===== src/bp_pkg.sv =====
package bp_pkg;

	// PC and BTB geometry
	localparam int WORD_SIZE = 16;
	localparam int IDX_SIZE = 4; // Low PC bits that pick a BTB entry
	localparam int TAG_SIZE = WORD_SIZE - IDX_SIZE;
	localparam int BTB_ENTRIES = 1 << IDX_SIZE;

	// Program bounds
	localparam logic [WORD_SIZE-1:0] RESET_PC = 16'h0000;
	localparam logic [WORD_SIZE-1:0] PC_LIMIT = 16'hc6; // Fetch stops here

	// Prediction tracker queue
	localparam int QUEUE_DEPTH = 4; // Unresolved fetches in flight
	localparam int QPTR_SIZE = $clog2(QUEUE_DEPTH);

	typedef logic [WORD_SIZE-1:0] word_t;

	// One fetched instruction and the next PC that fetch guessed for it
	typedef struct packed {
		word_t pc;
		word_t pred_pc;
	} pred_entry_t;

endpackage


===== src/btb_if.sv =====
`timescale 1ns/1ps

interface btb_if;
	import bp_pkg::*;

	// Lookup side answered in the same cycle
	word_t lookup_pc;
	logic hit;
	word_t target;

	// Update side written at the next clock edge
	logic update_en;
	word_t update_pc;
	word_t update_target;

	modport fetch (
		output lookup_pc,
		input hit,
		input target
	);

	modport tracker (
		output update_en,
		output update_pc,
		output update_target
	);

	modport tbl (
		input lookup_pc,
		output hit,
		output target,
		input update_en,
		input update_pc,
		input update_target
	);

endinterface


===== src/btb.sv =====
`timescale 1ns/1ps

module btb (
	input logic clk,
	input logic reset_n,
	btb_if.tbl bus
);
	import bp_pkg::*;

	logic [BTB_ENTRIES-1:0] valid; // One bit per entry
	logic [TAG_SIZE-1:0] tag_table [BTB_ENTRIES];
	word_t target_table [BTB_ENTRIES];

	logic [IDX_SIZE-1:0] lookup_idx;
	logic [TAG_SIZE-1:0] lookup_tag;
	logic [IDX_SIZE-1:0] update_idx;
	logic [TAG_SIZE-1:0] update_tag;
	logic tag_match;

	// Split the lookup PC into index and tag
	assign lookup_idx = bus.lookup_pc[IDX_SIZE-1:0];
	assign lookup_tag = bus.lookup_pc[WORD_SIZE-1:IDX_SIZE];

	// Same split for the resolved PC
	assign update_idx = bus.update_pc[IDX_SIZE-1:0];
	assign update_tag = bus.update_pc[WORD_SIZE-1:IDX_SIZE];

	// Valid bits start cleared so an empty table never hits
	always_ff @(posedge clk) begin
		if (!reset_n) begin
			valid <= '0;
		end else if (bus.update_en) begin
			valid[update_idx] <= 1'b1;
		end
	end

	// Tag and target storage
	always_ff @(posedge clk) begin
		if (bus.update_en) begin
			tag_table[update_idx] <= update_tag;
			target_table[update_idx] <= bus.update_target;
		end
	end

	// Lookup reads the old contents during an update cycle
	assign tag_match = (tag_table[lookup_idx] == lookup_tag);
	assign bus.hit = valid[lookup_idx] && tag_match;

	// Target is only meaningful on a hit
	always_comb begin
		if (bus.hit) begin
			bus.target = target_table[lookup_idx];
		end else begin
			bus.target = '0;
		end
	end

endmodule


===== src/fetch_pc.sv =====
`timescale 1ns/1ps

module fetch_pc (
	input logic clk,
	input logic reset_n,
	input logic stall,
	input logic full,
	input logic flush,
	input bp_pkg::word_t redirect_pc,
	output logic push,
	output bp_pkg::pred_entry_t entry,
	output logic fetch_valid,
	output bp_pkg::word_t fetch_pc,
	btb_if.fetch bus
);
	import bp_pkg::*;

	word_t pc_q; // Address of the next fetch
	word_t pred_pc; // Guessed address after pc_q
	logic run; // Low until the first cycle after reset
	logic in_program;
	logic can_fetch;

	// Ask the BTB about the current PC
	assign bus.lookup_pc = pc_q;

	// Always taken on a hit, otherwise fall through
	always_comb begin
		if (bus.hit) begin
			pred_pc = bus.target;
		end else begin
			pred_pc = pc_q + 16'd1;
		end
	end

	assign in_program = (pc_q < PC_LIMIT);

	// A fetch issues only when nothing holds it back
	assign can_fetch = run && !stall && !full && !flush && in_program;

	assign fetch_valid = can_fetch;
	assign fetch_pc = pc_q;
	assign push = can_fetch;
	assign entry = '{pc: pc_q, pred_pc: pred_pc};

	always_ff @(posedge clk) begin
		if (!reset_n) begin
			run <= 1'b0;
		end else begin
			run <= 1'b1;
		end
	end

	// PC register
	always_ff @(posedge clk) begin
		if (!reset_n) begin
			pc_q <= RESET_PC;
		end else if (flush) begin
			pc_q <= redirect_pc; // Resolve stage wins over prediction
		end else if (can_fetch) begin
			pc_q <= pred_pc;
		end
	end

endmodule


===== src/pred_tracker.sv =====
`timescale 1ns/1ps

module pred_tracker (
	input logic clk,
	input logic reset_n,
	input logic push,
	input bp_pkg::pred_entry_t entry,
	input logic resolve_valid,
	input logic resolve_is_bj,
	input bp_pkg::word_t resolve_target,
	input bp_pkg::word_t resolve_next_pc,
	output logic full,
	output logic flush,
	output bp_pkg::word_t redirect_pc,
	btb_if.tracker bus
);
	import bp_pkg::*;

	localparam logic [QPTR_SIZE:0] COUNT_FULL = (QPTR_SIZE + 1)'(QUEUE_DEPTH);

	pred_entry_t queue [QUEUE_DEPTH]; // Fetches still waiting for resolve
	logic [QPTR_SIZE-1:0] rd_ptr;
	logic [QPTR_SIZE-1:0] wr_ptr;
	logic [QPTR_SIZE:0] count;
	pred_entry_t head;
	logic pop;
	logic mispredict;

	// Oldest unresolved fetch
	assign head = queue[rd_ptr];

	// Reports come in fetch order so each one pops the head
	assign pop = resolve_valid;

	assign full = (count == COUNT_FULL);

	// Compare the guess with where the program really went
	assign mispredict = (resolve_next_pc != head.pred_pc);
	assign flush = pop && mispredict;
	assign redirect_pc = resolve_next_pc;

	// Learn the target of every branch or jump that resolves
	assign bus.update_en = pop && resolve_is_bj;
	assign bus.update_pc = head.pc;
	assign bus.update_target = resolve_target;

	// Payload storage
	always_ff @(posedge clk) begin
		if (push) begin
			queue[wr_ptr] <= entry;
		end
	end

	// Pointers and occupancy
	always_ff @(posedge clk) begin
		if (!reset_n) begin
			rd_ptr <= '0;
			wr_ptr <= '0;
			count <= '0;
		end else if (flush) begin
			// Everything younger than the head was fetched down the wrong path
			rd_ptr <= '0;
			wr_ptr <= '0;
			count <= '0;
		end else begin
			if (push) begin
				wr_ptr <= wr_ptr + 1'b1;
			end
			if (pop) begin
				rd_ptr <= rd_ptr + 1'b1;
			end
			case ({push, pop})
				2'b10: count <= count + 1'b1;
				2'b01: count <= count - 1'b1;
				default: count <= count; // Both or neither
			endcase
		end
	end

endmodule


===== src/bp_top.sv =====
`timescale 1ns/1ps

module bp_top (
	input logic clk,
	input logic reset_n,
	input logic stall,
	input logic resolve_valid,
	input logic resolve_is_bj,
	input bp_pkg::word_t resolve_target,
	input bp_pkg::word_t resolve_next_pc,
	output logic fetch_valid,
	output bp_pkg::word_t fetch_pc,
	output logic flush
);
	import bp_pkg::*;

	logic push; // New fetch entering the tracker
	pred_entry_t entry;
	logic full;
	word_t redirect_pc;

	// Shared lookup and update path
	btb_if btb_bus ();

	btb u_btb (
		.clk(clk),
		.reset_n(reset_n),
		.bus(btb_bus.tbl)
	);

	fetch_pc u_fetch (
		.clk(clk),
		.reset_n(reset_n),
		.stall(stall),
		.full(full),
		.flush(flush),
		.redirect_pc(redirect_pc),
		.push(push),
		.entry(entry),
		.fetch_valid(fetch_valid),
		.fetch_pc(fetch_pc),
		.bus(btb_bus.fetch)
	);

	pred_tracker u_tracker (
		.clk(clk),
		.reset_n(reset_n),
		.push(push),
		.entry(entry),
		.resolve_valid(resolve_valid),
		.resolve_is_bj(resolve_is_bj),
		.resolve_target(resolve_target),
		.resolve_next_pc(resolve_next_pc),
		.full(full),
		.flush(flush),
		.redirect_pc(redirect_pc),
		.bus(btb_bus.tracker)
	);

endmodule


===== config.mk =====
export PLATFORM = sky130hd
export DESIGN_NAME = bp_top
export DESIGN_NICKNAME = d
export VERILOG_FILES = /design/src/bp_pkg.sv /design/src/btb_if.sv /design/src/btb.sv /design/src/fetch_pc.sv /design/src/pred_tracker.sv /design/src/bp_top.sv
export SDC_FILE = /design/constraint.sdc
export NUM_CORES = 1
export LEC_CHECK = 0
export ABC_CLOCK_PERIOD_IN_PS = 11600
export BUFFER_PORTS_ARGS = -buffer_cell sky130_fd_sc_hd__buf_2
export CAP_MARGIN = 15
export CORE_MARGIN = 10
export CORE_UTILIZATION = 40
export CTS_CLUSTER_DIAMETER = 200
export DETAILED_ROUTE_END_ITERATION = 8
export SYNTH_ARGS = -nofsm -noshare
export SYNTH_HDL_FRONTEND = slang
export SYNTH_HIERARCHICAL = 1
export SYNTH_SLANG_ARGS = --single-unit

===== constraint.sdc =====
create_clock -name clk -period 11.6 [get_ports clk]
set_input_delay 0.58 -clock clk [delete_from_list [all_inputs] [get_ports clk]]
set_output_delay 0.58 -clock clk [all_outputs]
set_load 0.005 [all_outputs]

==> results.yml <==
global_route:
  antenna_found_initial: 0
  grt_pass1_wl_mm: 86.7
  grt_pass1_vias: 12600
  gr-total-overflow: 0
  grt_max_degree: 99
  track_usage_pct: 15.6
hold_path:
  hold_path.startpoint: "resolve_valid"
  hp-class: "primary input to flip-flop"
  hold_depth: 3
routing:
  routed_wirelength_mm: 58.7
  postRouteAntennaNets: 0
  drc: 0
  routed_via_density: 5.62
  routedWlPerCell_um: 26.5
  dr.pass1.iters: 5
  num_vias: 12400
  drtIter0Drc: 1240
worst_setup_path:
  r2r_setup_slack_ps: 6160
  r2r-start: "u_fetch/bus.lookup_pc[1]$_SDFFE_PN0P_"
  crit_path_max_fanout: 32
  cp-start-kind: "flip-flop"
  reg2reg_depth: 13
  arrival_ps: 4900
  critPathCaptureType: "primary output"
  timing.rr.end: "u_fetch/bus.lookup_pc[7]$_SDFFE_PN0P_"
  required_ps: 11020
  critical_path_class: "flip-flop to primary output"
timing:
  finalCritPeriodShare_pct: 47.3
  tightest_slew_ps: 1120
  maxSlewViolCount: 0
  timing.final.ws_setup_ps: 6120
  maxSlewHeadroom_pct: 25.1
  min_period_ps: 5480
  hold_viol_final: 0
  rsz0062_at_grt: "false"
  skew_ps: 14.3
  max_freq_ghz: 0.182
  final-setup-viol-count: 0
  finalSetupTns_ps: 0
layout:
  syn_to_final_growth_pct: 10.3
  fin_cells: 2212
  final_nets: 1359
  finalCoreUtilization_pct: 44.5
  drive_gt1_share_pct: 28.6
  fin_area_mm2: 0.0280
place:
  gp_congestion: 0.789
  port_buffers: 54
  placedCellCount: 2099
  hpwl_mm: 32.7
  dp_slack_ps: 6250
  dpl-instance-area_mm2: 0.0262
power_and_ir_drop:
  vdd_drop_max_v: 0.0000973
  cellPowerDensity_mw_per_mm2: 160
  p_leak_nw: 8.58
die:
  start_util_pct: 40.3
  core-area_mm2: 0.0630
  die_width_um: 272
  die_h_um: 272
  placementRows: 92
  ioPinCount: 55
  dieArea_mm2: 0.0740
clock_tree:
  cts_sinks: 618
  cts.repair.resized: 0
  cts_tree: "built"
  cts-root-buf: "clkbuf_16"
  post_cts_buffers: 0
  path_clk_slew_ps: 60
  cts_max_level: 2
  cts_buffer_depth: 3
  cts_made_buffers: 60
  ctsHoldBuffers: 0
  clock_latency_ps: 630
logic_synthesis:
  synth_seq_area_share_pct: 71.4
  ys_seq_elements: 618
  yosys_most_used_dff: "edfxtp_1"
  synth_area_per_cell_um2: 19.6
  syn_inst: 1295
  synth.distinct_cells: 72
  async_reset_ff_share_pct: 0
  synth-edff-count: 576
  synth_warnings: 6
  synthesis.nets: 1339
  synth_area_mm2: 0.0254
run:
  maxCapViolations: 0
status:
  outcome: "finished, final reports clean"
## layout make-up
class | instances | area, µm²
multi-input combinational | 531 | 6410
clock inverter | 33 | 183
antenna | 1 | 2.50
timing repair buffer | 93 | 576
inverter | 11 | 41.3
sequential | 618 | 18200
tap | 846 | 1060
clock buffer | 79 | 1610
fill | 5352 | 34900
## critical path: stages (launching register included)
cell      delay [ps]
dfxtp_2          310
buf_4            560
mux4_2           610
xnor2_1          260
nand4_1          270
nor4_4           430
nor2_2            50
buf_4            250
nor4b_1          460
o2111a_1         480
buf_4            370
buf_2            180
## per-stage QoR
stage               hold slack [ps]  power [mW]
floorplan                       435        2.68
global placement                442        2.74
detailed placement              452        2.74
CTS                             261        4.54
global route                    288        4.64
finish                          295        4.49
## registers in the layout, indices dropped and copies added (netlist names), named ones only
signal / cells
u_tracker/count: 3
u_fetch/bus.lookup_pc: 16
u_btb/tag_table: 192
u_btb/valid: 16
u_tracker/rd_ptr: 2
u_tracker/wr_ptr: 2
u_btb/target_table: 256
u_fetch/run: 1
u_tracker/queue: 128
## cell usage in the layout, fill, tap and decap left out, drive strengths merged, types with 4 or more instances in the layout
cell	instances
o22ai	4
buf	93
o21ai	16
nand4	27
and2	6
nor2b	11
nor3	5
xor2	12
ha	6
clkinv	29
nand3	25
o211a	6
clkbuf	79
mux2i	27
mux2	8
o21a	16
nand2	24
nor2	38
nand2b	15
nor4	25
o211ai	5
edfxtp	576
inv	13
xnor2	27
nand3b	9
mux4	158
a31o	11
dfxtp	42
a31oi	5
or3	5
## logic make-up after synthesis
logic type / synth area share, %
adder cells (fa/ha/maj): 0.374
XOR/XNOR: 1.40
AO/OA/AOI/OAI: 2.58
buffers and inverters: 3.89
AND/OR/NAND/NOR: 4.80
multiplexers: 15.6
flip-flops: 71.4
## cell usage after synthesis, drive strengths merged (2+ instances only)
cell      n  share of area, %
a21boi    3             0.089
a21oi     3             0.059
a22oi     3             0.089
a31o     11              0.38
a31oi     5              0.12
and2      6              0.15
and3      3             0.079
buf     116               3.4
clkbuf   18              0.28
dfxtp    42               3.3
edfxtp  576                68
ha        6              0.30
inv      11              0.16
mux2      8              0.35
mux2i    27               1.1
mux4    158                14
nand2    24              0.35
nand2b   15              0.37
nand3    25              0.51
nand3b    9              0.27
nand4    27              0.69
nor2     38              0.56
nor2b    11              0.27
nor3      5             0.098
nor3b     2             0.079
nor4     25              0.92
nor4b     2             0.069
o211a     6              0.24
o211ai    5              0.15
o21a     16              0.47
o21ai    16              0.33
o22ai     4             0.098
o311ai    2             0.099
o31a      2             0.069
o31ai     2             0.059
or3       5              0.14
or3b      2             0.069
or4       3             0.089
xnor2    27              0.99
xor2     12              0.41
## power by group
group,switching (mW),leakage (nW),total (mW),internal [mW]
registers,0.0214,5.56,2.46,2.44
clock network,0.824,0.884,1.80,0.977
logic,0.136,2.14,0.232,0.0958
## worst max-delay path by stage
stage / startpoint / endpoint / slack, ps / cells after the start
after floorplan: flip-flop / u_btb/tag_table[0][0]$_DFFE_PP_ / 7380 / 5
after global placement: u_fetch/bus.lookup_pc[1]$_SDFFE_PN0P_ / u_fetch/bus.lookup_pc[7]$_SDFFE_PN0P_ / 6320 / 13
after detailed placement: u_fetch/bus.lookup_pc[1]$_SDFFE_PN0P_ / u_fetch/bus.lookup_pc[7]$_SDFFE_PN0P_ / 6250 / 13
after CTS: flip-flop / fetch_valid / 6040 / 11
after global routing: flip-flop / fetch_valid / 5860 / 11
final: flip-flop / fetch_valid / 6120 / 11
## layer usage
layer  wire (µm)  up-vias  GRT usage [%]
met3        3280       60           2.53
met1       25900     6719           21.7
li1            -     5283              -
met4         969        0           4.02
met5           0        -              0
met2       28500      378           25.4
Note: power is estimated with default switching activity, not from simulation.
